$ cat config.mk
export PLATFORM = sky130hd
export DESIGN_NAME = regfile
export DESIGN_NICKNAME = d
export VERILOG_FILES = /design/src/verilog/core_pkg.sv /design/src/verilog/regfile.sv
export SDC_FILE = /design/constraint.sdc
export NUM_CORES = 2
export LEC_CHECK = 0
export BUFFER_PORTS_ARGS = -buffer_cell sky130_fd_sc_hd__buf_2
export CAP_MARGIN = 5
export CORE_UTILIZATION = 25
export CTS_CLUSTER_SIZE = 16
export DETAILED_ROUTE_END_ITERATION = 8
export RECOVER_POWER = 25
export SLEW_MARGIN = 20
export SYNTH_ARGS = -nofsm -noshare
export SYNTH_HDL_FRONTEND = slang
export SYNTH_SLANG_ARGS = --single-unit
$ cat constraint.sdc
create_clock -name clk -period 4.85 [get_ports clk]
set_input_delay 0.2425 -clock clk [delete_from_list [all_inputs] [get_ports clk]]
set_output_delay 0.2425 -clock clk [all_outputs]
set_load 0.02 [all_outputs]
$ cat src/verilog/core_pkg.sv
`default_nettype none

package core_pkg;

    typedef logic [31:0] word_t;
    typedef logic [4:0]  reg_addr_t;

    // instruction field widths
    localparam int OPCODE_W = 6;
    localparam int FUNCT_W  = 6;
    localparam int IMM_W    = 16;

    typedef struct packed {
        logic [OPCODE_W-1:0] opcode;
        reg_addr_t           rs;
        reg_addr_t           rt;
        reg_addr_t           rd;
        logic [4:0]          shamt;
        logic [FUNCT_W-1:0]  funct;
    } inst_fields_t;

    // primary opcodes
    localparam logic [OPCODE_W-1:0] OPC_SPECIAL  = 6'h00;
    localparam logic [OPCODE_W-1:0] OPC_SPECIAL2 = 6'h1c;
    localparam logic [OPCODE_W-1:0] OPC_ADDIU    = 6'h09;
    localparam logic [OPCODE_W-1:0] OPC_BEQ      = 6'h04;
    localparam logic [OPCODE_W-1:0] OPC_LW       = 6'h23;
    localparam logic [OPCODE_W-1:0] OPC_SW       = 6'h2b;

    // function codes, SPECIAL and SPECIAL2
    localparam logic [FUNCT_W-1:0] FN_ADDU = 6'h21;
    localparam logic [FUNCT_W-1:0] FN_SUBU = 6'h23;
    localparam logic [FUNCT_W-1:0] FN_MULT = 6'h18;
    localparam logic [FUNCT_W-1:0] FN_MFHI = 6'h10;
    localparam logic [FUNCT_W-1:0] FN_MTHI = 6'h11;
    localparam logic [FUNCT_W-1:0] FN_MFLO = 6'h12;
    localparam logic [FUNCT_W-1:0] FN_MTLO = 6'h13;
    localparam logic [FUNCT_W-1:0] FN_MADD = 6'h00;
    localparam logic [FUNCT_W-1:0] FN_MSUB = 6'h04;

    typedef enum logic [3:0] {
        OP_NOP,
        OP_ADDU,
        OP_SUBU,
        OP_ADDIU,
        OP_LW,
        OP_SW,
        OP_BEQ,
        OP_MULT,
        OP_MADD,
        OP_MSUB,
        OP_MFHI,
        OP_MFLO,
        OP_MTHI,
        OP_MTLO
    } op_t;

    typedef struct packed {
        logic  valid;
        logic  we;
        word_t addr;
        word_t wdata;
    } mem_req_t;

    typedef struct packed {
        logic  ack;
        word_t rdata;
    } mem_resp_t;

    typedef struct packed {
        logic      valid;
        word_t     pc;
        reg_addr_t dest;
        word_t     value;
    } commit_t;

endpackage

`default_nettype wire

$ cat src/verilog/regfile.sv
`timescale 1ns/1ps
`default_nettype none

module regfile (
    input  logic                clk,
    input  logic                reset,
    input  core_pkg::reg_addr_t i_ra1,
    input  core_pkg::reg_addr_t i_ra2,
    output core_pkg::word_t     o_rd1,
    output core_pkg::word_t     o_rd2,
    input  logic                i_we,
    input  core_pkg::reg_addr_t i_wa,
    input  core_pkg::word_t     i_wd
);
    import core_pkg::*;

    word_t regs [32];

    always_ff @(posedge clk) begin
        if (reset) begin
            for (int i = 0; i < 32; i++) begin
                regs[i] <= '0;
            end
        end else if (i_we && (i_wa != '0)) begin
            regs[i_wa] <= i_wd;
        end
    end

    // r0 is hardwired
    assign o_rd1 = (i_ra1 == '0) ? '0 : regs[i_ra1];
    assign o_rd2 = (i_ra2 == '0) ? '0 : regs[i_ra2];

endmodule

`default_nettype wire
; ---- After elaboration in Yosys (flattened, before gate mapping)
; Memories as Yosys holds them, arrays and structs flattened.
; Cells that the tools add are included.
[classes]
muxes = 10
n_reduce_logical = 5
[op_table]
columns = cell, n
row1 = two-way mux 32 bit, 3
row2 = OR reduction 32 bit, 1
row3 = zero test 5 bit, 2
row4 = two-way mux 1 bit, 6
row5 = two-way mux 5 bit, 1
row6 = nonzero test 5 bit, 1
row7 = logical AND 1 bit, 1
[totals]
reg_bits = 0
ram_bits = 1024
input_bits = 50
out_inout_bits = 64
word_cells = 16
memories = 1
[mem_list]
columns = memory, words, width, rd, rd_clocked_by_memory_dff, wr, line_no
row1 = regs, 32, 32, 2, 0, 32, regfile.sv:17  ; word_t regs [32];

; ---- Depth between registers and ports, before layout
[logic_depth]
depth_word = 7
depth_mapped = 9
ltp_nobuf = 4

; ---- Worst setup path before layout
; OpenSTA, ideal clock, no wires.
[synth_path]
path_type = input to output
startpoint = in i_ra2[0]
endpoint = out o_rd2[30]
arrival_time_ps = 2233
required_ps = 4608
setup_slack_ps = 2374
path_stages = 6
n_path_buf = 3
path_cell_list = buf_2 buf_6 buf_4 mux4_2 mux2i_1 a2111oi_0
[synth_between]
elab_chain_len = 2
word_cells_on_any_way = 3
classes_between = 1 x mux / 1 x reduce/logical / 1 x memory
[synth_lines]
columns = item, line_no
row1 = start: declaration, regfile.sv:8  ; input core_pkg::reg_addr_t i_ra2,
row2 = memory (32 x 32 bit) / zero test 5 bit (equally long branches), n/a
row3 = two-way mux 32 bit *, regfile.sv:31  ; assign o_rd2 = (i_ra2 == '0) ? '0 : regs[i_ra2];
row4 = end: declaration, regfile.sv:10  ; output core_pkg::word_t o_rd2,
; Mark *: on every way between the ends. The rest lies on a longest branch, timed or not.

==> run_results.csv <==
group,metric,value,unit
grt,antenna_found_initial,34,
grt,grt_pass1_vias,34014,
cells_and_area,top_register,"regs",
routing,viasPerCell,5.299,
clocking,cts_sinks,1024,
setup_path,critPathLaunchType,"input pin",
yosys,syn_area,54250,um^2
floorplanning,dieArea,218900,um^2
clocking,cts_root_buf,"clkbuf_16",
floorplanning,die_w,467.8,um
status,status,"finished with violations",
clocking,clk_pin_slew,0.06,ns
clocking,cts_setup_buffers,0,
clocking,cts_resized,0,
routing,wirelength,194100,um
yosys,syn_area_per_cell,15.49,um^2
sta,fmax,0.2746,GHz
setup_path,end_kind,"flop",
yosys,synth_cell_types,42,
routing,dr.first_iter.drc_count,4752,
cells_and_area,syn_to_final_growth,14.36,%
cells_and_area,stdcell_count,6468,
power,p_leak,20.57,nW
sta,setup_viol,0,
sta,slew_violations,627,
placement,dp.cells,6270,
floorplanning,num_rows,170,
worst_hold_path,worst_hold_path_type,"input pin to flop",
sta,hold_viol,0,
yosys,synthCells,3502,
floorplanning,die_h,467.8,um
setup_path,required,5.42,ns
grt,grt_usage,0.1733,
cells_and_area,reg_top3,"regs x1024",
routing,num_vias,34273,
sta,rsz0062_at_grt,"no",
placement,place.gp.congestion,0.8357,
grt,grt_overflow,0,
cells_and_area,final-seq-area,30750,um^2
clocking,clk_path_buf_depth,3,
clocking,cts_made_buffers,105,
cells_and_area,largest_reg_flops,1024,
setup_path,cp_max_fo,67,
clocking,cts.htree.levels,3,
floorplanning,initial_core_util,0.2523,
cells_and_area,layout_common_cells,"1024 x edfxtp_1, 842 x and2_1, 472 x mux4_2",
routing,first_pass_iters,6,
clocking,hold_buffers,0,
yosys,synth_warnings,0,
grt,grt_pass1_wl,267300,um
power,peakVddDrop,0.2716,mV
routing,wire_per_inst,30.01,um
routing,drc_errors,0,
sta,slew_headroom,-0.9914,
clocking,cts_tree,"yes",
yosys,synth-seq-cells,1024,
cells_and_area,layout_commonest_cell,"edfxtp_1",
cells_and_area,multiInputGateArea,22040,um^2
grt,grt_max_degree,92,
job,cap_violations,22,
placement,dp_hpwl,118600,um
yosys,ys_seq_area_frac,0.5668,
sta,fin_crit,3.642,ns
setup_path,worstSetupPathType,"input pin to flop",
routing,drtAntennaViolNets,0,
status,violations,"capacitance limit, slew limit",
floorplanning,core-area,215000,um^2
cells_and_area,layout-drive-gt1-share,0.2721,
placement,io_buffers,113,
setup_path,crit_arrival,4.22,ns
cells_and_area,nNetsFinal,3590,
sta,fin_crit_sh,0.7509,
cells_and_area,filler_cell_count,21237,
sta,worst_pin_slew,2.987,ns
power,powerDensity,351.9,nW/um^2
sta,fin_setup_tns,0,ns
floorplanning,io_pins,114,
-- path summary, 6_finish.rpt --
kind          end  slack (ns)     start  cells past startpoint
max   regs[31][1]        1.21     reset                      6
min   regs[5][13]        0.15  i_wd[13]                      2
-- worst max-delay path: stages --
cell and delay (ns):
buf_4 0.44, nand4b_1 0.33, clkbuf_1 0.45, nor2_4 0.23, clkbuf_1 2.12, and2_1 0.32
-- power breakdown --
| part | internal, W | switching (W) |
|---|---|---|
| Sequential | 0.0102 | 0.000260 |
| Combinational | 0.00110 | 0.00162 |
| Clock | 0.00497 | 0.00366 |
| Total | 0.0163 | 0.00554 |
-- cell families after synthesis --
logic type	after synthesis	synth area share
buffers and inverters	389	0.03351
flip-flops	1024	0.5668
AND/OR/NAND/NOR	1177	0.1333
multiplexers	652	0.2298
AO/OA/AOI/OAI	259	0.03651
other	1	0.00006912
-- cell usage after synthesis (all sizes together) --
cell type | n | area [um^2]
edfxtp | 1024 | 30750
and2 | 995 | 6225
mux4 | 472 | 10630
clkbuf | 271 | 1017
mux2i | 150 | 1501
buf | 116 | 793.3
o22ai | 103 | 644.4
a2111oi | 55 | 533.0
nor3 | 54 | 270.3
a22o | 51 | 446.7
nor2 | 36 | 135.1
or2 | 33 | 206.5
mux2 | 30 | 337.8
a22oi | 16 | 120.1
nor2b | 14 | 87.58
a21oi | 12 | 60.06
a211oi | 7 | 52.55
nand2 | 7 | 26.28
nor4 | 6 | 37.54
nand2b | 5 | 31.28
nand3 | 5 | 25.02
nand3b | 5 | 37.54
a221oi | 4 | 35.03
a32o | 4 | 40.04
o21ai | 4 | 20.02
or3b | 4 | 35.03
and3 | 3 | 18.77
nor4b | 3 | 32.53
a221o | 2 | 20.02
inv | 2 | 7.510
nand4bb | 2 | 22.52
or3 | 2 | 12.51
and4b | 1 | 10.01
conb | 1 | 3.750
nand4b | 1 | 8.760
o221ai | 1 | 8.760
or4b | 1 | 10.01
-- per-stage QoR --
step	hold WS [ns]	worst slack, ns	utilization	power (W)	area (um^2)
6_report	0.1458	1.208	0.2885	0.02183	62040
5_1_grt	0.1401	1.177	0.2885	0.02237	62040
4_1_cts	0.1011	1.152	0.2887	0.02189	62090
3_5_place_dp	0.8838	1.142	0.2720	0.01336	58500
3_3_place_gp	0.8772	0.7194	0.2720	0.01333	58500
2_1_floorplan	0.4407	2.374	-	0.01221	54370
-- area by class of cell --
class	instances	area share
Tap cell	2838	0.05723
Multi-Input combinational cell	2120	0.3553
Antenna cell	2	0.00008067
Clock inverter	74	0.01355
Inverter	2	0.0001210
Sequential cell	1024	0.4956
Timing Repair Buffer	287	0.03376
Clock buffer	121	0.04435
-- routing by layer --
metal / GRT usage / vias to the layer above / routed length (um)
met5: 0 / - / 77
met4: 0.07092 / 12 / 8915
met3: 0.03582 / 440 / 19250
met2: 0.2738 / 2173 / 89590
met1: 0.2309 / 18006 / 76300
li1: - / 13642 / -
(Power assumes the default switching activity.)
