==> config.mk <==
export PLATFORM = sky130hd
export DESIGN_NAME = bus_arbiter
export DESIGN_NICKNAME = d
export VERILOG_FILES = /design/src/verilog/core_pkg.sv /design/src/verilog/bus_arbiter.sv
export SDC_FILE = /design/constraint.sdc
export NUM_CORES = 1
export LEC_CHECK = 0
export CAP_MARGIN = 20
export CORE_AREA = 2 2 117 119
export DETAILED_ROUTE_END_ITERATION = 12
export DIE_AREA = 0 0 119 121
export DONT_BUFFER_PORTS = 1
export PLACE_DENSITY = 0.3
export SETUP_SLACK_MARGIN = 0.02
export SKIP_CTS_REPAIR_TIMING = 1
export SYNTH_ARGS = -nofsm -noshare
export SYNTH_HDL_FRONTEND = slang
export SYNTH_SLANG_ARGS = --single-unit
export TNS_END_PERCENT = 10
==> constraint.sdc <==
create_clock -name clk -period 4.5 [get_ports clk]
set_clock_uncertainty 0.2 [all_clocks]
set_input_delay 0.9 -clock clk [delete_from_list [all_inputs] [get_ports clk]]
set_output_delay 0.9 -clock clk [all_outputs]
set_load 0.02 [all_outputs]
==> src/verilog/core_pkg.sv <==
`default_nettype none

package core_pkg;

    typedef logic [31:0] word_t;
    typedef logic [4:0]  reg_addr_t;

    // instruction field widths
    localparam int OPCODE_W = 6;
    localparam int FUNCT_W  = 6;
    localparam int IMM_W    = 16;

    typedef struct packed {
        logic [OPCODE_W-1:0] opcode;
        reg_addr_t           rs;
        reg_addr_t           rt;
        reg_addr_t           rd;
        logic [4:0]          shamt;
        logic [FUNCT_W-1:0]  funct;
    } inst_fields_t;

    // primary opcodes
    localparam logic [OPCODE_W-1:0] OPC_SPECIAL  = 6'h00;
    localparam logic [OPCODE_W-1:0] OPC_SPECIAL2 = 6'h1c;
    localparam logic [OPCODE_W-1:0] OPC_ADDIU    = 6'h09;
    localparam logic [OPCODE_W-1:0] OPC_BEQ      = 6'h04;
    localparam logic [OPCODE_W-1:0] OPC_LW       = 6'h23;
    localparam logic [OPCODE_W-1:0] OPC_SW       = 6'h2b;

    // function codes, SPECIAL and SPECIAL2
    localparam logic [FUNCT_W-1:0] FN_ADDU = 6'h21;
    localparam logic [FUNCT_W-1:0] FN_SUBU = 6'h23;
    localparam logic [FUNCT_W-1:0] FN_MULT = 6'h18;
    localparam logic [FUNCT_W-1:0] FN_MFHI = 6'h10;
    localparam logic [FUNCT_W-1:0] FN_MTHI = 6'h11;
    localparam logic [FUNCT_W-1:0] FN_MFLO = 6'h12;
    localparam logic [FUNCT_W-1:0] FN_MTLO = 6'h13;
    localparam logic [FUNCT_W-1:0] FN_MADD = 6'h00;
    localparam logic [FUNCT_W-1:0] FN_MSUB = 6'h04;

    typedef enum logic [3:0] {
        OP_NOP,
        OP_ADDU,
        OP_SUBU,
        OP_ADDIU,
        OP_LW,
        OP_SW,
        OP_BEQ,
        OP_MULT,
        OP_MADD,
        OP_MSUB,
        OP_MFHI,
        OP_MFLO,
        OP_MTHI,
        OP_MTLO
    } op_t;

    typedef struct packed {
        logic  valid;
        logic  we;
        word_t addr;
        word_t wdata;
    } mem_req_t;

    typedef struct packed {
        logic  ack;
        word_t rdata;
    } mem_resp_t;

    typedef struct packed {
        logic      valid;
        word_t     pc;
        reg_addr_t dest;
        word_t     value;
    } commit_t;

endpackage

`default_nettype wire

==> src/verilog/bus_arbiter.sv <==
`timescale 1ns/1ps
`default_nettype none

module bus_arbiter (
    input  logic                clk,
    input  logic                reset,
    input  core_pkg::mem_req_t  i_fetch_req,
    input  core_pkg::mem_req_t  i_data_req,
    output core_pkg::mem_resp_t o_fetch_resp,
    output core_pkg::mem_resp_t o_data_resp,
    output core_pkg::mem_req_t  o_mem_req,
    input  core_pkg::mem_resp_t i_mem_resp
);
    import core_pkg::*;

    typedef enum logic [1:0] {
        OWN_IDLE,
        OWN_FETCH,
        OWN_DATA
    } owner_t;

    owner_t owner;
    owner_t grant;

    // new grant only from idle, data side first
    always_comb begin
        grant = owner;
        if (owner == OWN_IDLE) begin
            if (i_data_req.valid) begin
                grant = OWN_DATA;
            end else if (i_fetch_req.valid) begin
                grant = OWN_FETCH;
            end
        end
    end

    always_comb begin
        case (grant)
            OWN_DATA:  o_mem_req = i_data_req;
            OWN_FETCH: o_mem_req = i_fetch_req;
            default:   o_mem_req = '0;
        endcase
    end

    // ack only goes back to the owner of the bus
    assign o_fetch_resp.ack   = i_mem_resp.ack && (grant == OWN_FETCH);
    assign o_fetch_resp.rdata = i_mem_resp.rdata;
    assign o_data_resp.ack    = i_mem_resp.ack && (grant == OWN_DATA);
    assign o_data_resp.rdata  = i_mem_resp.rdata;

    always_ff @(posedge clk) begin
        if (reset) begin
            owner <= OWN_IDLE;
        end else if (i_mem_resp.ack) begin
            owner <= OWN_IDLE;
        end else begin
            owner <= grant;
        end
    end

endmodule

`default_nettype wire

# Yosys cells after proc, flatten, opt, wreduce, memory -nomap -nowiden
# Cells that the tools add are included.
[classes] addsub=0 n_mul=0 div=0 order_cmp=0 eq_ne=2 shifts=0 mux=4 bitwise=0 reduce_logical=4
[ops] operator="$pmux 66 s2" count=1
[ops] operator="$mux 2" count=3
[ops] operator="$eq 2x1->1 const B" count=1
[ops] operator="$eq 2x2->1 const B" count=1
[ops] operator="$logic_and 1x1->1" count=2
[ops] operator="$logic_not 2->1" count=1
[ops] operator="$reduce_or 2->1" count=1
[word_totals] reg_bits=2 latch_bits=0 mem_bits_rw=0 rom_bits=0 output_inout_bits=132 n_memories=0

# Depth between registers and ports, before layout
# Gate-level depths: netlist (run 1).
[depth] depth_word=5 ltp_mapped=7 ltp_nobuf=5

# Least setup slack after synthesis (run 1)
# OpenSTA, ideal clock, no wires.
[synth_timing] path_kind="in2out" startpoint="input port i_data_req[65] in the netlist's numbering" endpoint="output port o_mem_req[22] in the netlist's numbering" arrival_ps=2175 setup_slack_ps=1225 path_stages=6 path_cell_list="nor3b_1 > nor2_1 > ha_1 > buf_2 > buf_2 > nor2_1"
[synth_rtl] element="from (decl)" line_no="bus_arbiter.sv:8" rtl="input core_pkg::mem_req_t i_data_req,"
[synth_rtl] element="to (decl)" line_no="bus_arbiter.sv:11" rtl="output core_pkg::mem_req_t o_mem_req,"

==> results of run 1 <==
-- layer usage --
metal | share of wire | vias up
met3 | 0.12 | 18
met4 | 0.026 | 0
met5 | 0 | -
li1 | - | 593
met2 | 0.51 | 132
met1 | 0.34 | 606
-- cells by family after synthesis --
kind of cell	Yosys count	share of synthesized area
buffers and inverters	86	0.416
DFF	2	0.0268
AOI/OAI and AO/OA	68	0.341
adders and majority gates	2	0.0168
and+or+nand+nor	75	0.200
-- layout make-up --
class	instances	share of cell area
inverter	1	0.00308
timing repair buffer	4	0.0349
clock buffer	3	0.0617
sequential	2	0.0329
tap	176	0.181
multi-input combinational	145	0.687
-- layout by cell type (no fill, tap or decap), types with 2 or more instances in the layout --
cell,count
a22oi_1,65
and2_1,3
buf_4,3
clkbuf_16,3
dfxtp_1,2
ha_2,2
nand2_1,2
nor2_1,67
-- through the flow --
stage	setup WS, ns	hold slack, ns	cells	cell area [µm²]
4_1_cts	0.731	0.311	331	1220
6_report	0.776	0.309	331	1220
3_5_place_dp	0.739	0.302	328	1140
2_1_floorplan	1.23	0.268	233	1490
5_1_grt	0.592	0.346	331	1220
3_3_place_gp	0.789	0.315	328	1140
-- cells in the mapped netlist --
| master | count |
|---|---|
| a21boi_0 | 1 |
| a21oi_1 | 1 |
| a22oi_1 | 65 |
| and2_1 | 3 |
| buf_1 | 1 |
| buf_2 | 10 |
| buf_4 | 70 |
| buf_6 | 3 |
| clkbuf_1 | 1 |
| dfxtp_1 | 2 |
| ha_1 | 2 |
| inv_1 | 1 |
| nand2_1 | 2 |
| nand2b_1 | 1 |
| nor2_1 | 67 |
| nor3b_1 | 1 |
| o21a_1 | 1 |
| or2_2 | 1 |
-- critical path, cell delays in order --
cell and delay (ns):
nor3b_1 0.30, nor2_1 0.09, ha_2 0.70, buf_4 0.42, nor2_1 0.20
-- how the worst min path moves through the flow --
stage / endpoint / slack, ns / depth (start not counted)
floorplan: owner[1] / 0.27 / 2
global placement: owner[0] / 0.32 / 1
detailed placement: owner[1] / 0.30 / 2
finish: owner[0] / 0.31 / 1
global route: owner[0] / 0.35 / 1
CTS: owner[0] / 0.31 / 1
-- power breakdown --
part | leakage, nW | total (mW) | switching (mW) | internal [mW]
clock network | 0.0370 | 0.135 | 0.0220 | 0.113
registers | 0.0164 | 0.0192 | 0.000510 | 0.0187
logic | 0.310 | 0.212 | 0.161 | 0.0508
total | 0.363 | 0.366 | 0.183 | 0.183
==> flow_metrics.tcl, run 1 <==
set metrics [dict create \
    layout.area.seq_um2 40.0 \
    critPathCapture "o_mem_req[32]" \
    cts_buffer_depth 2 \
    r2r-start "owner[1]" \
    io_pins 299 \
    syn_to_final_growth_pct -18.4 \
    grt_antenna_before_repair 0 \
    grtUsageMet1 0.0640 \
    grt_pass1_vias 1102 \
    p_per_area_nw_per_um2 301 \
    drive_gt1_frac 0.0645 \
    multi_input_area_um2 836 \
    worstPathRequired_ns 3.40 \
    synth_top_area_share 0.352 \
    worst_slew_pin_slew_ns 0.656 \
    syn-num-nets 402 \
    critical_path_arrival_ns 2.62 \
    io_buffer_count 0 \
    wl_mm 4.83 \
    ant_nets 0 \
    vias 1349 \
    insertion_delay_ns 0.22 \
    rrSetupSlack_ns 3.49 \
    synth_cell_type_count 18 \
    hp-class "reg2reg" \
    p_total_mw 0.366 \
    grt_use_total 0.0559 \
    clkTransAtPathRegs_ns 0.03 \
    critPathLaunchType "input port" \
    largest_reg_flops 2 \
    yosysWarnings 0 \
    rsz0062_at_grt "false" \
    cts_tree "built" \
    cts_root_buf "clkbuf_16" \
    endpoint_kind "primary output" \
    ir_drop_mv 0.201 \
    status "completed" \
    ys_seq_area_frac 0.0268 \
    cp_max_fo 34 \
    fp.dieH_um 121 \
    p_leak_nw 0.363 \
    max_freq_mhz 269 \
    r2r_cells 2 \
    synth_top_area_cell "buf_4" \
    report.final.setup_viol 0 \
    cap_violations 0 \
    fp.dieW_um 119 \
    dpl.hpwl_mm 3.92 \
    routabilityCongestion 0.729 \
    r2r_end "owner[0]" \
    fin_tns_setup_ns 0 \
    cts_buffers 3 \
    synth_area_per_cell_um2 6.40 \
    fin_util 0.0930 \
    vias_per_cell 4.08 \
    drtIter0Drc 83 \
    syn_area_um2 1490 \
    grt_pass1_wl_mm 6.31 \
    hold_path_startpoint "owner[0]" \
    grt_start_max_net_pins 36 \
    dr.pass1.iters 4 \
    synthTopCellsByArea "buf_4, a22oi_1, nor2_1" \
    hold_viol 0 \
    wire_per_inst_um 14.6 \
    worstSetupStartpoint "i_data_req[65]" \
    antenna_cells 0 \
    synthCells 233 \
    fp-row-count 42 \
    clkSinkCount 2 \
    post-route-min-period_ns 3.72 \
    max_slew_margin 0.563 \
    fillers 1525 \
    drc 0 \
    grt_use_met2 0.0959 \
    htree_levels 1 \
    ys_ff_latch 2 \
    grtUsageMet3 0.0164 \
    die-area_um2 14400 \
    grt_remaining_overflow 0 \
    core_area_um2 13100 \
    final_nets 326 \
    top_regs "owner x2" \
    finalMaxSlewViolations 0 \
    registers.top_by_ff_count "owner" \
    start_util 0.114 \
    grt-busiest-layer "met2" \
    critical_path_class "in2out" \
    fin_crit_sh 0.827 \
]
No activity file was read; power rests on OpenSTA's default activity.
==> run 2: changes to the inputs <==
ABC_AREA = 1   (was unset)
CORE_AREA = 2 2 116 118   (was 2 2 117 119)
DIE_AREA = 0 0 118 120   (was 0 0 119 121)
clock period = 3.1 ns   (was 4.5 ns; I/O delays follow)
==> flow_metrics.tcl, run 2 <==
set metrics [dict create \
    grt_remaining_overflow 0 \
    synth_ff_type "dfxtp_1" \
    wl_mm 5.69 \
    ir_drop_mv 0.145 \
    drtIter0Drc 26 \
    fp.dieH_um 120 \
    finalMaxSlewViolations 0 \
    grt-busiest-layer "met2" \
    final_cell_mix "nand2_1, buf_4, a21oi_1" \
    cp_max_fo 43 \
    yosysMostFrequentCell "nand2_1" \
    ys_seq_area_frac 0.0258 \
    max_freq_mhz 366 \
    fin_crit_sh 0.881 \
    vias_per_cell 3.90 \
    grt_use_total 0.0699 \
    insertion_delay_ns 0.22 \
    critical_path_class "in2out" \
    hold_viol 0 \
    fp-row-count 42 \
    routabilityCongestion 0.619 \
    antenna_cells 0 \
    fp.dieW_um 118 \
    synth_simple_gate_area_frac 0.342 \
    synth_fa_ha_area_frac 0.0161 \
    dpl.hpwl_mm 4.73 \
    synth_cell_type_count 11 \
    p_leak_nw 0.761 \
    p_per_area_nw_per_um2 351 \
    rsz0062_at_grt "false" \
    slowest_delay_ns 0.39 \
    fin_tns_setup_ns 0 \
    netlist_top_cells_count "nand2_1, buf_4, a21oi_1, buf_2, inv_1" \
    synthArstFlopShare 0 \
    synth_edf_count 0 \
    post-route-min-period_ns 2.73 \
    clkSinkCount 2 \
    crit_slowest_cell "buf_4" \
    worstPathRequired_ns 2.28 \
    cts_buffer_depth 2 \
    drive_gt1_frac 0.267 \
    critical_path_arrival_ns 1.91 \
    yosysWarnings 0 \
    cts_buffers 3 \
    registers.top_by_ff_count "owner" \
    syn-num-nets 471 \
    largest_reg_flops 2 \
    synthCells 302 \
    layout.area.seq_um2 40.0 \
    ant_nets 0 \
    core_area_um2 13000 \
    grtUsageMet1 0.0648 \
    cts_tree "built" \
    critical-path-top-delay-family "buffers and inverters" \
    path_cells "nand2_1 > nand2_1 > nand2_1 > ha_2 > buf_4 > nand2_1 > a21oi_1 > buf_4" \
    start_util 0.120 \
    status "completed" \
    cts_root_buf "clkbuf_16" \
    cp_common_cell "nand2_1" \
    crit_buf_inv 2 \
    wire_per_inst_um 12.2 \
    cap_violations 0 \
    muxShareOfSynthArea 0 \
    hold_slack_ns 0.385 \
    vias 1826 \
    synthTopCellsByArea "buf_4, nand2_1, a21oi_1" \
    ys_ff_latch 2 \
    synth_top_area_cell "buf_4" \
    grtUsageMet3 0.0162 \
    multi_input_area_um2 892 \
    grt_pass1_vias 1689 \
    critPathLaunchType "input port" \
    htree_levels 1 \
    drc 0 \
    die-area_um2 14200 \
    final_nets 463 \
    dr.pass1.iters 4 \
    synth_compound_gate_area_share 0.213 \
    synth_top_family_by_area "buffers and inverters" \
    grt_use_met2 0.136 \
    max_slew_margin 0.712 \
    hp-class "in2reg" \
    worst_slew_pin_slew_ns 0.432 \
    synth_top_area_share 0.353 \
    grt_antenna_before_repair 0 \
    grt_start_max_net_pins 44 \
    syn_to_final_growth_pct 15.2 \
    final_common_cell "nand2_1" \
    io_pins 299 \
    synth_area_per_cell_um2 5.15 \
    fillers 1529 \
    syn_area_um2 1550 \
    io_buffer_count 0 \
    clkTransAtPathRegs_ns 0.03 \
    top_regs "owner x2" \
    endpoint_kind "primary output" \
    grt_pass1_wl_mm 8.02 \
    synth-xor-area-share 0 \
    report.final.setup_viol 0 \
]
## run 2: cell types whose count changed in the layout (fill, tap and decap cells not counted)
cell / before / now
a21oi_1: 1 / 66
buf_12: 1 / 0
nand2b_1: 1 / 0
inv_1: 1 / 6
a22oi_1: 65 / 0
nor2_1: 67 / 2
o21a_1: 1 / 0
a21boi_0: 1 / 0
nand2_1: 2 / 138
nor3b_1: 1 / 0
buf_4: 3 / 72
and2_1: 3 / 0
## run 2: worst paths after layout
kind,startpoint,endpoint,slack (ns),depth (start not counted)
max,i_fetch_req[65],o_mem_req[0],0.37,8
min,reset,owner[1],0.38,2
max reg2reg,owner[0],owner[1],2.16,5
min reg2reg,owner[1],owner[1],0.39,4
## run 2: worst register-to-register path: cells and delay by family (launching register included)
kind / cells / cell delay, ns
flops: 1 / 0.30
simple gates: 3 / 0.21
buf+inv: 2 / 0.13
## run 2: final cells by class
type,instances,area share
Tap cell,176,0.123
Inverter,6,0.0126
Sequential cell,2,0.0224
Clock buffer,3,0.0419
Timing Repair Buffer,72,0.302
Multi-Input combinational cell,209,0.498
## run 2: power by group
group | switching (mW) | internal, mW
clock | 0.0335 | 0.164
combinational | 0.257 | 0.146
sequential | 0.000287 | 0.0270
## run 2: logic make-up after synthesis
kind of cell | after synthesis
AO/OA/AOI/OAI | 66
AND/OR/NAND/NOR | 141
buffers and inverters | 91
adder cells (fa/ha/maj) | 2
flip-flops | 2
## run 2: layer usage
layer,share of wire,up-vias
li1,-,862
met1,0.33,794
met2,0.52,135
met3,0.099,35
met4,0.048,0
met5,0,-
## run 2: metrics by stage
step	cell area [µm²]	cells	power, mW	util	worst slack [ns]
after floorplan	1550	302	0.412	-	0.509
after global placement	1720	465	0.429	0.132	0.323
after detailed placement	1720	465	0.437	0.132	0.304
after CTS	1790	468	0.636	0.138	0.293
after global routing	1790	468	0.666	0.138	0.170
final	1790	468	0.628	0.138	0.368
