### src/verilog/core_pkg.sv
`default_nettype none

package core_pkg;

    typedef logic [31:0] word_t;
    typedef logic [4:0]  reg_addr_t;

    // instruction field widths
    localparam int OPCODE_W = 6;
    localparam int FUNCT_W  = 6;
    localparam int IMM_W    = 16;

    typedef struct packed {
        logic [OPCODE_W-1:0] opcode;
        reg_addr_t           rs;
        reg_addr_t           rt;
        reg_addr_t           rd;
        logic [4:0]          shamt;
        logic [FUNCT_W-1:0]  funct;
    } inst_fields_t;

    // primary opcodes
    localparam logic [OPCODE_W-1:0] OPC_SPECIAL  = 6'h00;
    localparam logic [OPCODE_W-1:0] OPC_SPECIAL2 = 6'h1c;
    localparam logic [OPCODE_W-1:0] OPC_ADDIU    = 6'h09;
    localparam logic [OPCODE_W-1:0] OPC_BEQ      = 6'h04;
    localparam logic [OPCODE_W-1:0] OPC_LW       = 6'h23;
    localparam logic [OPCODE_W-1:0] OPC_SW       = 6'h2b;

    // function codes, SPECIAL and SPECIAL2
    localparam logic [FUNCT_W-1:0] FN_ADDU = 6'h21;
    localparam logic [FUNCT_W-1:0] FN_SUBU = 6'h23;
    localparam logic [FUNCT_W-1:0] FN_MULT = 6'h18;
    localparam logic [FUNCT_W-1:0] FN_MFHI = 6'h10;
    localparam logic [FUNCT_W-1:0] FN_MTHI = 6'h11;
    localparam logic [FUNCT_W-1:0] FN_MFLO = 6'h12;
    localparam logic [FUNCT_W-1:0] FN_MTLO = 6'h13;
    localparam logic [FUNCT_W-1:0] FN_MADD = 6'h00;
    localparam logic [FUNCT_W-1:0] FN_MSUB = 6'h04;

    typedef enum logic [3:0] {
        OP_NOP,
        OP_ADDU,
        OP_SUBU,
        OP_ADDIU,
        OP_LW,
        OP_SW,
        OP_BEQ,
        OP_MULT,
        OP_MADD,
        OP_MSUB,
        OP_MFHI,
        OP_MFLO,
        OP_MTHI,
        OP_MTLO
    } op_t;

    typedef struct packed {
        logic  valid;
        logic  we;
        word_t addr;
        word_t wdata;
    } mem_req_t;

    typedef struct packed {
        logic  ack;
        word_t rdata;
    } mem_resp_t;

    typedef struct packed {
        logic      valid;
        word_t     pc;
        reg_addr_t dest;
        word_t     value;
    } commit_t;

endpackage

`default_nettype wire

### src/verilog/fetch_unit.sv
`timescale 1ns/1ps
`default_nettype none

module fetch_unit #(
    parameter core_pkg::word_t RESET_PC = 32'h0000_0000
) (
    input  logic                clk,
    input  logic                reset,
    output core_pkg::mem_req_t  o_req,
    input  core_pkg::mem_resp_t i_resp,
    output logic                o_inst_valid,
    output core_pkg::word_t     o_inst,
    output core_pkg::word_t     o_inst_pc,
    input  logic                i_inst_take,
    input  logic                i_redirect,
    input  core_pkg::word_t     i_redirect_pc
);
    import core_pkg::*;

    logic  req_valid;
    word_t req_addr;
    word_t pc;
    word_t pc_nxt;
    logic  discard;
    logic  buf_valid;
    word_t buf_inst;
    word_t buf_pc;
    logic  ack;
    logic  fill;
    logic  buf_free_nxt;
    logic  issue;

    assign ack  = req_valid && i_resp.ack;
    // response of a flushed fetch never reaches the buffer
    assign fill = ack && !discard && !i_redirect;

    // buffer empty after this edge
    assign buf_free_nxt = i_redirect || (!fill && (!buf_valid || i_inst_take));
    assign issue        = (!req_valid || ack) && buf_free_nxt;

    always_comb begin
        pc_nxt = pc;
        if (i_redirect) begin
            pc_nxt = i_redirect_pc;
        end else if (fill) begin
            pc_nxt = req_addr + 32'd4;
        end
    end

    always_ff @(posedge clk) begin
        if (reset) begin
            pc        <= RESET_PC;
            req_valid <= 1'b0;
            discard   <= 1'b0;
            buf_valid <= 1'b0;
        end else begin
            pc        <= pc_nxt;
            buf_valid <= !buf_free_nxt;
            if (issue) begin
                req_valid <= 1'b1;
            end else if (ack) begin
                req_valid <= 1'b0;
            end
            // fetch still in flight when the branch resolved
            if (i_redirect && req_valid && !ack) begin
                discard <= 1'b1;
            end else if (ack) begin
                discard <= 1'b0;
            end
        end
    end

    always_ff @(posedge clk) begin
        if (issue) begin
            req_addr <= pc_nxt;
        end
        if (fill) begin
            buf_inst <= i_resp.rdata;
            buf_pc   <= req_addr;
        end
    end

    assign o_req.valid = req_valid;
    assign o_req.we    = 1'b0;
    assign o_req.addr  = req_addr;
    assign o_req.wdata = '0;

    assign o_inst_valid = buf_valid;
    assign o_inst       = buf_inst;
    assign o_inst_pc    = buf_pc;

endmodule

`default_nettype wire

### config.mk
export PLATFORM = sky130hd
export DESIGN_NAME = fetch_unit
export DESIGN_NICKNAME = d
export VERILOG_FILES = /design/src/verilog/core_pkg.sv /design/src/verilog/fetch_unit.sv
export SDC_FILE = /design/constraint.sdc
export NUM_CORES = 1
export LEC_CHECK = 0
export ABC_AREA = 0
export BUFFER_PORTS_ARGS = -buffer_cell sky130_fd_sc_hd__buf_4
export CELL_PAD_IN_SITES_DETAIL_PLACEMENT = 0
export CELL_PAD_IN_SITES_GLOBAL_PLACEMENT = 2
export CORE_ASPECT_RATIO = 1.4
export CORE_MARGIN = 1.5
export CORE_UTILIZATION = 33
export CTS_CLUSTER_DIAMETER = 200
export DETAILED_ROUTE_END_ITERATION = 16
export PLACE_DENSITY_LB_ADDON = 0.1
export SYNTH_ARGS = -nofsm -noshare
export SYNTH_HDL_FRONTEND = slang
export SYNTH_SLANG_ARGS = --single-unit
### constraint.sdc
create_clock -name clk -period 5.6 [get_ports clk]
set_input_delay 0.56 -clock clk [delete_from_list [all_inputs] [get_ports clk]]
set_output_delay 0.56 -clock clk [all_outputs]
set_load 0.05 [all_outputs]
== Yosys cells after proc, flatten, opt, wreduce, memory -nomap -nowiden ==
Cells that the tools add are included.

* Flip-flop bits (word level): 131
* Bits in latches: 0
* Bits in writable memories: 0
* Bits in read-only memories: 0
* Bits of input ports: 69
* Output and inout bits: 131
* Word-level logic and storage cells: 32
* Memories: 0

* Add/subtract/negate cells: 1
* $mul: 0
* Divide/modulo/power cells: 0
* Order comparisons: 0
* Equal/unequal tests: 0
* Shifts and indexed selects: 0
* Mux-type cells: 5
* Bitwise logic cells: 0
* Reduce and logical (&&, ||, !) cells: 19

{| class="wikitable"
|+ Operator list
! operator !! number
|-
| 32-bit two-way mux || 2
|-
| 32-bit by 3-bit adder with 32-bit output (second input constant) || 1
|-
| 1-bit logical AND || 7
|-
| 1-bit zero test || 7
|-
| 2-bit nonzero test || 2
|-
| 1-bit logical OR || 3
|-
| 1-bit two-way mux || 3
|}

== Longest topological paths before layout ==
Gate-level depths: netlist (run 1).

* Depth in word-level cells: 8
* Gate-level depth with buffers: 8

== Least setup slack after synthesis (run 1) ==
OpenSTA, ideal clock, no wires.

* Path type: input port to flip-flop
* Start: input port i_redirect
* End: register pc[20]
* Arrival: 3813 ps
* Data required time: 5523 ps
* Path slack: 1710 ps
* Cell stages on the path: 7
* Path through: nand4bb_1 -> clkbuf_1 -> inv_1 -> clkbuf_1 -> clkbuf_1 -> o21ai_0 -> a21oi_1

* Cells in the longest elaborated chain, start to end: 4

{| class="wikitable"
|+ RTL lines
! item !! RTL line !! RTL
|-
| start, declared || fetch_unit.sv:15 || <nowiki>input logic i_redirect,</nowiki>
|-
| 1-bit zero test || fetch_unit.sv:35 || <nowiki>assign fill = ack && !discard && !i_redirect;</nowiki>
|-
| 1-bit logical AND || fetch_unit.sv:35 ||
|-
| 32-bit two-way mux || fetch_unit.sv:45 || <nowiki>end else if (fill) begin</nowiki>
|-
| 32-bit two-way mux * || fetch_unit.sv:43 || <nowiki>if (i_redirect) begin</nowiki>
|-
| end signal, assigned || fetch_unit.sv:57 || <nowiki>pc <= pc_nxt;</nowiki>
|-
| end, declared || fetch_unit.sv:22 || <nowiki>word_t pc;</nowiki>
|}

Mark *: on every way between the ends. The rest lies on a longest branch, timed or not.
A chain may end at the register's enable or synchronous reset.

== Worst setup path in the final report (run 1) ==
* Start: input port i_redirect
* End: register req_addr[29] (data pin)

* Cells in the longest elaborated chain, start to end: 4

{| class="wikitable"
|+ RTL lines
! item !! RTL line !! RTL
|-
| 1-bit zero test || fetch_unit.sv:35 ||
|-
| 1-bit logical AND || fetch_unit.sv:35 ||
|-
| 32-bit two-way mux || fetch_unit.sv:45 ||
|-
| 32-bit two-way mux * || fetch_unit.sv:43 ||
|-
| named net pc_nxt[29] || fetch_unit.sv:23 || <nowiki>word_t pc_nxt;</nowiki>
|-
| end signal, assigned || fetch_unit.sv:75 || <nowiki>req_addr <= pc_nxt;</nowiki>
|-
| end, declared || fetch_unit.sv:21 || <nowiki>word_t req_addr;</nowiki>
|}

The timed path passes the listed nets; every way through them passes the cells marked *.

==> results.tsv, run 1 <==
metric	value	unit
outcome	finished, final reports clean	
VDD IR max	0.000141	V
worst slack on hold paths	0.321	ns
total clock buffers created by CTS	17	
final RePlAce weighted congestion	0.737	
CP Buf/Inv Count	3	
core utilization of the finished layout	45.0	%
type of origin of the critical path	input port	
type of the most critical hold path	input port to register	
routed vias	4145	
post-detailed-route DRC marker count	0	
Mapped Cells	465	
Mapped Avg Cell Area	12.0	µm²
number of cells traversed by the worst register-to-register path	6	
most area-consuming cells after synthesis	edfxtp_1 (52%), dfxtp_1 (13%), buf_4 (4.6%), nand2_1 (4.0%), a21oi_1 (2.9%)	
r2r startpoint	req_addr[2]	
post-CTS resize count	0	
Pwr per Cell Area	367	mW/mm²
CP Capture Type	register	
cell type of the slowest stage on the worst timing path	clkinv_2	
register bit total from synthesis	131	
vias in the first global route	3909	
final cell count without fillers	847	
clock tree buffer depth	2	
share of final-layout standard cells stronger than drive strength 1	32.5	%
worst-skew pair later-pin latency	0.41	ns
yosys synthesis warning count	0	
share of synthesized area occupied by flip-flops and latches	64.4	%
worst slew slack as a fraction of its limit	27.3	%
f_max	361	MHz
Core ar.	0.0166	mm²
post-detailed-route via-to-cell ratio	4.89	
synth-to-layout area growth	34.3	%
launch point of the critical path	i_redirect	
critical path peak fanout	68	
net total in the final layout	701	
PortBufs	166	
number of rows in the core area	56	
number of routed nets with antenna violations	0	
Antenna Diode Count	0	
worst min-delay path startpoint	i_resp[24]	
violation count after the first detailed-routing iteration	224	
stage delay of the slowest cell on the critical path	0.65	ns
count of cells along the worst hold path	1	
number of top-level pins	200	
count of cell types in the netlist	45	
minimum setup slack among reg-to-reg paths	2.99	ns
total negative slack for setup checks	0	ns
cell total after placement	815	
number of fill cells	1561	
initial cell density of the core	33.5	%
Congestion Overflow GR	0	
portion of the clock cycle consumed by the worst path in the final layout	49.4	%
global-route wire length before repair	21700	µm
maximum number of pins on one net before global-route repair	69	
share of async-settable or async-resettable flops after synthesis	0	%
placement-stage worst setup slack	2.36	ns
H-tree Lvls	4	
cell chosen for the clock root	clkbuf_16	
CTS tree	done	
Tightest Pin Transition	1.09	ns
Chip Width	113	µm
clock sinks	131	
maxcap violations	0	
final critical delay including setup and external delays	2.77	ns
Setup Crit Path Kind	input port to register	
die height	157	µm
number of antenna violations at the first check in global routing	0	
Setup Buffers After CTS	0	
worst endpoint required time	5.75	ns
number of enable-type register cells in the synthesized netlist	96	
post-synthesis instance area	0.00556	mm²
hold violation count in the final report	0	
setup repair after global routing missed its margin	false	
total power draw	2.74	mW
cell type with the largest total area after synthesis	edfxtp_1	
static power due to leakage	2.98	nW
max-slew violation count	0	
Post-Layout Inst Area	0.00747	mm²
placed instance area	0.00689	mm²
Final WS setup	2.83	ns
crit-path leading delay family	buffers and inverters	
most frequently used cell type in the post-synthesis netlist	edfxtp_1	
hold-fix buffer count after cts	0	
average wire per cell in the routed design	17.1	µm
DPL Wire Length	9530	µm
total global routing track utilization	16.3	%
fraction of synthesized cell area taken by the top area cell type	51.8	%
overall routed net length	14500	µm
arrival time worst endpoint	2.92	ns
worst setup skew after layout	0.0102	ns
area of the die	0.0177	mm²
worst flop-to-flop path endpoint	pc[22]	
hold path endpoint	o_inst[24]	
worst path cell trace	buf_4 -> nand4bb_1 -> buf_4 -> clkinv_2 -> nand2_1 -> a21oi_1 -> a41oi_1 -> nand2_1	
post-CTS clock slew at the launch and capture registers of the worst setup and hold paths	0.06	ns
leading register cell type out of synthesis	edfxtp_1	
most frequent cells after synthesis	edfxtp_1 (96), nand2_1 (59), dfxtp_1 (35)	
Final setup viols	0	
count of TritonRoute iterations in the first routing pass	5	
==> cells by family (layout without fill, tap and decap cells) <==
| group | count (synthesis) | count (layout) | synth area share [%] |
|---|---|---|---|
| XOR/XNOR | 14 | 14 | 2.20 |
| AND/OR/NAND/NOR | 175 | 175 | 17.2 |
| other | 1 | 33 | 0.0674 |
| flip-flops | 131 | 131 | 64.4 |
| AO/OA/AOI/OAI | 73 | 73 | 8.05 |
| multiplexers | 7 | 7 | 1.26 |
| adder cells (fa/ha/maj) | 1 | 1 | 0.225 |
| buffers and inverters | 63 | 210 | 6.57 |
==> metal layers <==
layer	vias up	wire, µm	global-route usage (%)
met4	0	157	5.55
met3	11	822	3.49
li1	1980	-	-
met2	162	7340	28.7
met1	1992	6170	19.6
met5	-	0	0
==> worst max-delay path by stage <==
stage                        end  slack, ns  cells after the start
floorplan                 pc[20]       1.71                      7
global placement      o_inst[30]       2.43                      5
detailed placement        pc[17]       2.36                      8
CTS                 req_addr[29]       2.78                      8
global route              pc[17]       2.57                      8
finish              req_addr[29]       2.83                      8
==> flip-flops by register name, indices dropped and copies added, names as in the netlist <==
register / flops
o_inst_valid: 1
req_valid: 1
o_inst: 32
pc: 32
discard: 1
o_inst_pc: 32
req_addr: 32
==> cells in the final DEF (no fill, tap or decap), types with 2 or more instances in the layout <==
cell and n:
clkinv_1 2, a21oi_1 32, clkinvlp_4 2, nand3_2 3
or4_1 4, nor2b_1 22, dfxtp_1 35, clkbuf_16 17
nor3_1 5, nand4_1 11, nand3_1 17, o221ai_1 7
mux2i_1 7, nor2_1 17, inv_6 3, o21a_1 3
a211oi_1 4, and3_1 5, a31oi_1 7, inv_1 7
nor4_1 8, xor2_1 5, xnor2_1 9, buf_4 170
conb_1 33, clkinv_2 3, o21ai_0 13, edfxtp_1 96
nand2_1 59, bufinv_16 2, clkinv_4 3, and4_1 7
nand2b_1 4, nand3b_1 3, nor3b_1 2, a211o_1 2
==> cell type report <==
cell class | instances | area (µm²) | area share [%]
repair buffers | 170 | 1280 | 17.1
clock inverters | 15 | 156 | 2.09
well taps | 203 | 254 | 3.40
inverters | 8 | 31.3 | 0.419
clock buffers | 17 | 425 | 5.70
flip-flops and latches | 131 | 3580 | 48.0
multi-input cells | 303 | 1740 | 23.3
==> power breakdown <==
| group | switching [mW] | internal, mW | total (mW) |
|---|---|---|---|
| Clock | 0.436 | 0.659 | 1.09 |
| Sequential | 0.0717 | 1.12 | 1.20 |
| Combinational | 0.316 | 0.132 | 0.448 |
(Power assumes the default switching activity.)
==> inputs of run 2 (changes only) <==
--- a/config.mk
+++ b/config.mk
@@ -11,7 +11,7 @@
 export CELL_PAD_IN_SITES_GLOBAL_PLACEMENT = 2
 export CORE_ASPECT_RATIO = 1.4
 export CORE_MARGIN = 1.5
-export CORE_UTILIZATION = 33
+export CORE_UTILIZATION = 28
 export CTS_CLUSTER_DIAMETER = 200
 export DETAILED_ROUTE_END_ITERATION = 16
 export PLACE_DENSITY_LB_ADDON = 0.1
==> constraint.sdc (replaced) <==
create_clock -name clk -period 2.25 [get_ports clk]
set_input_delay 0.225 -clock clk [delete_from_list [all_inputs] [get_ports clk]]
set_output_delay 0.225 -clock clk [all_outputs]
set_load 0.05 [all_outputs]
==> results.tsv, run 2 (synthesis gave the netlist of run 1 again) <==
metric	value	unit
outcome	finished, final reports clean	
CP Capture Type	register	
Chip Width	122	µm
Antenna Diode Count	0	
post-CTS clock slew at the launch and capture registers of the worst setup and hold paths	0.06	ns
number of top-level pins	200	
total clock buffers created by CTS	17	
final critical delay including setup and external delays	2.03	ns
post-CTS resize count	0	
setup repair after global routing missed its margin	false	
stage delay of the slowest cell on the critical path	0.52	ns
post-detailed-route via-to-cell ratio	4.54	
proportion of power drawn by the clock network	39.5	%
CP Buf/Inv Count	0	
Core ar.	0.0194	mm²
net total in the final layout	766	
clock tree buffer depth	2	
DPL Wire Length	11500	µm
cell internal power dissipation	4.89	mW
cell chosen for the clock root	clkbuf_16	
PortBufs	166	
net switching power figure	2.11	mW
post-detailed-route DRC marker count	0	
average wire per cell in the routed design	16.7	µm
worst setup skew after layout	0.00672	ns
static power due to leakage	3.30	nW
cell type of the slowest stage on the worst timing path	edfxtp_1	
Congestion Overflow GR	0	
maxcap violations	0	
share of final-layout standard cells stronger than drive strength 1	34.4	%
die height	170	µm
worst-skew pair later-pin latency	0.42	ns
commonest cells after routing, fill and taps aside	buf_4 (201), edfxtp_1 (96), nand2_1 (59)	
arrival time worst endpoint	2.32	ns
type of origin of the critical path	register	
Final setup viols	0	
Combinational Power Share	19.0	%
overall routed net length	16000	µm
maximum number of pins on one net before global-route repair	46	
vias in the first global route	4298	
crit-path leading delay family	simple AND/OR/NAND/NOR gates	
initial cell density of the core	28.7	%
f_max	492	MHz
count of TritonRoute iterations in the first routing pass	4	
number of routed nets with antenna violations	0	
synth-to-layout area growth	46.7	%
Setup Crit Path Kind	register to register	
portion of the clock cycle consumed by the worst path in the final layout	90.3	%
worst slack on hold paths	0.0204	ns
violation count after the first detailed-routing iteration	155	
Final WS setup	0.219	ns
Pwr per Cell Area	858	mW/mm²
VDD IR max	0.000433	V
Seq pwr share	41.5	%
placement-stage worst setup slack	0.175	ns
number of antenna violations at the first check in global routing	0	
net switching share of the total power	30.2	%
type of the most critical hold path	input port to register	
CTS tree	done	
max-slew violation count	0	
area of the die	0.0207	mm²
total global routing track utilization	15.4	%
global-route wire length before repair	23700	µm
most frequent standard cell in the layout excluding fill and tap cells	buf_4	
worst endpoint required time	2.54	ns
routed vias	4346	
number of rows in the core area	60	
critical path peak fanout	13	
hold violation count in the final report	0	
H-tree Lvls	4	
worst path cell trace	nand4_4 -> nor4_1 -> xnor2_1 -> o221ai_1 -> nor2b_1	
clock sinks	131	
final RePlAce weighted congestion	0.790	
==> run 2: changes by cell type in the layout (fill, tap and decap cells not counted), moves of 2 or more <==
cell           change
clkinv_1           -2
buf_12             +2
buf_4             +31
dlygate4sd3_1     +32
clkinv_4           +5
clkinv_2           -2
==> run 2: what timing repair did <==
item	in CTS	in global routing
endpoints found under the setup margin	0	0
hold buffers	32	0
setup buffers	0	0
endpoints found under the hold margin	32	0
==> run 2: area by class of cell <==
type,instances,area (µm²)
Clock buffer,17,425
Timing Repair Buffer,235,1870
Multi-Input combinational cell,303,1770
Sequential cell,131,3580
Clock inverter,15,175
Fill cell,1877,11200
Inverter,8,31.3
Tap cell,248,310
==> run 2: layer usage <==
layer  up-vias  part of all wire, %  track usage (%)
met2       164                   51             26.9
met3        22                  5.9             3.56
met5         -                    0                0
li1       2112                    -                -
met4         0                  2.2             6.98
met1      2048                   41             17.9
==> run 2: worst paths after layout <==
| kind | depth (start not counted) | start | to | slack (ns) |
|---|---|---|---|---|
| min | 2 | i_resp[32] | discard | 0.02 |
| min reg2reg | 0 | req_addr[0] | o_inst_pc[0] | 0.50 |
| max | 5 | req_addr[4] | pc[16] | 0.22 |
| max reg2reg | 5 | req_addr[4] | pc[16] | 0.22 |
==> run 2: metrics by stage <==
stage	area (µm²)	utilization, %	instances	setup TNS, ns	power, mW
after global placement	7240	37.4	893	0	4.25
after CTS	8160	42.1	957	0	7.09
after detailed placement	7240	37.4	893	0	4.26
after floorplan	5720	-	497	-0.0917	3.80
after global routing	8160	42.1	957	0	7.29
final	8160	42.1	957	0	7.00
==> run 2: power by group through the flow <==
stage / Sequential [mW] / Clock [mW] / Combinational [mW]
after floorplan: 3.35 / 0 / 0.449
after global placement: 2.95 / 0 / 1.29
after detailed placement: 2.96 / 0 / 1.30
after CTS: 2.91 / 2.84 / 1.35
after global routing: 2.93 / 2.95 / 1.42
final: 2.90 / 2.76 / 1.33
==> inputs of run 3 (changes only) <==
--- a/config.mk
+++ b/config.mk
@@ -6,12 +6,12 @@
 export NUM_CORES = 1
 export LEC_CHECK = 0
 export ABC_AREA = 0
+export ABC_CLOCK_PERIOD_IN_PS = 2250
 export BUFFER_PORTS_ARGS = -buffer_cell sky130_fd_sc_hd__buf_4
-export CELL_PAD_IN_SITES_DETAIL_PLACEMENT = 0
-export CELL_PAD_IN_SITES_GLOBAL_PLACEMENT = 2
+export CELL_PAD_IN_SITES_DETAIL_PLACEMENT = 1
+export CELL_PAD_IN_SITES_GLOBAL_PLACEMENT = 1
 export CORE_ASPECT_RATIO = 1.4
-export CORE_MARGIN = 1.5
-export CORE_UTILIZATION = 28
+export CORE_UTILIZATION = 34
 export CTS_CLUSTER_DIAMETER = 200
 export DETAILED_ROUTE_END_ITERATION = 16
 export PLACE_DENSITY_LB_ADDON = 0.1
==> results.tsv, run 3 (synthesis gave the netlist of run 1 again) <==
metric	value	unit
outcome	finished, final reports clean	
post-detailed-route via-to-cell ratio	4.92	
synth-to-layout area growth	45.3	%
final cell count without fillers	903	
PortBufs	166	
die height	153	µm
arrival time worst endpoint	2.28	ns
critical path peak fanout	10	
average wire per cell in the routed design	17.9	µm
Final setup viols	0	
maximum number of pins on one net before global-route repair	68	
H-tree Lvls	4	
CP Capture Type	register	
core utilization of the finished layout	50.2	%
type of the most critical hold path	input port to register	
clock sinks	131	
Congestion Overflow GR	0	
worst setup skew after layout	0.00824	ns
commonest cells after routing, fill and taps aside	buf_4 (196), edfxtp_1 (96), nand2_1 (59)	
worst endpoint required time	2.41	ns
post-detailed-route DRC marker count	0	
Core ar.	0.0161	mm²
Antenna Diode Count	0	
number of antenna violations at the first check in global routing	0	
Tightest Pin Transition	0.684	ns
cell total after placement	837	
share of final-layout standard cells stronger than drive strength 1	33.9	%
net total in the final layout	761	
Setup Crit Path Kind	register to register	
initial cell density of the core	34.5	%
number of top-level pins	200	
final RePlAce weighted congestion	0.840	
number of routed nets with antenna violations	0	
VDD IR max	0.000374	V
portion of the clock cycle consumed by the worst path in the final layout	94.2	%
routed vias	4439	
final critical delay including setup and external delays	2.12	ns
worst slew slack as a fraction of its limit	54.4	%
maxcap violations	0	
violation count after the first detailed-routing iteration	140	
static power due to leakage	3.29	nW
post-CTS clock slew at the launch and capture registers of the worst setup and hold paths	0.06	ns
max-slew violation count	0	
clock tree buffer depth	2	
hold violation count in the final report	0	
f_max	472	MHz
setup repair after global routing missed its margin	false	
cell chosen for the clock root	clkbuf_16	
total global routing track utilization	19.6	%
DPL Wire Length	11200	µm
Pwr per Cell Area	884	mW/mm²
vias in the first global route	4683	
CTS tree	done	
most frequent standard cell in the layout excluding fill and tap cells	buf_4	
count of TritonRoute iterations in the first routing pass	4	
type of origin of the critical path	register	
number of rows in the core area	55	
overall routed net length	16200	µm
global-route wire length before repair	24800	µm
Chip Width	110	µm
worst-skew pair later-pin latency	0.42	ns
area of the die	0.0169	mm²
total negative slack for setup checks	0	ns
total clock buffers created by CTS	17	
run 3: changes by cell type in the layout (fill, tap and decap cells not counted):
| cell | previous run | this run |
|---|---|---|
| buf_4 | 201 | 196 |
| bufinv_16 | 2 | 3 |
| clkinv_4 | 8 | 3 |
| inv_6 | 3 | 6 |
| clkinvlp_4 | 1 | 2 |
run 3: worst paths after layout:
check | slack [ns] | endpoint | start | depth (start not counted)
worst min-delay path | 0.04 | discard | i_resp[32] | 2
worst max-delay path | 0.13 | req_addr[27] | req_addr[11] | 6
worst min register to register | 0.49 | o_inst_pc[0] | req_addr[0] | 0
worst max register to register | 0.13 | req_addr[27] | req_addr[11] | 6
run 3: layer usage:
| layer | share of wire (%) | track usage [%] | vias up |
|---|---|---|---|
| met5 | 0 | 0 | - |
| met4 | 2.4 | 9.09 | 0 |
| met3 | 6.6 | 4.14 | 29 |
| met2 | 52 | 34.7 | 175 |
| met1 | 39 | 21.9 | 2132 |
| li1 | - | - | 2103 |
run 3: critical path, cell delays in order, from the launching register on:
cell and delay, ns:
edfxtp_1 0.51, nand3_2 0.31, nor4_4 0.44, buf_4 0.18, a31oi_1 0.07, o21ai_0 0.27, nand2_1 0.08
run 3: repair_timing:
action,in CTS,in global routing
hold endpoints to repair,32,0
hold buffers,32,0
buffers inserted,0,2
resized for setup,0,0
endpoints found under the setup margin,0,2
run 3: layout make-up:
type / count / area [µm²]
clock buffer: 17 / 425
inverter: 8 / 31.3
timing repair buffer: 230 / 1830
clock inverter: 15 / 195
fill: 1758 / 8020
tap: 199 / 249
multi-input combinational: 303 / 1770
sequential: 131 / 3580
run 3: report_power, final:
group / internal [mW] / switching [mW]
combinational: 0.425 / 0.874
clock: 1.78 / 1.14
sequential: 2.79 / 0.137
total: 4.99 / 2.15
run 3: through the flow:
stage	power (mW)	hold WS (ns)	setup slack, ns	area [µm²]
final	7.15	0.0360	0.130	8080
after global placement	4.21	0.404	0.249	7130
after global routing	7.40	0.0350	0.00602	8080
after CTS	7.22	0.0226	0.143	8070
after detailed placement	4.24	0.405	0.173	7130
after floorplan	3.80	0.297	-0.0499	5720
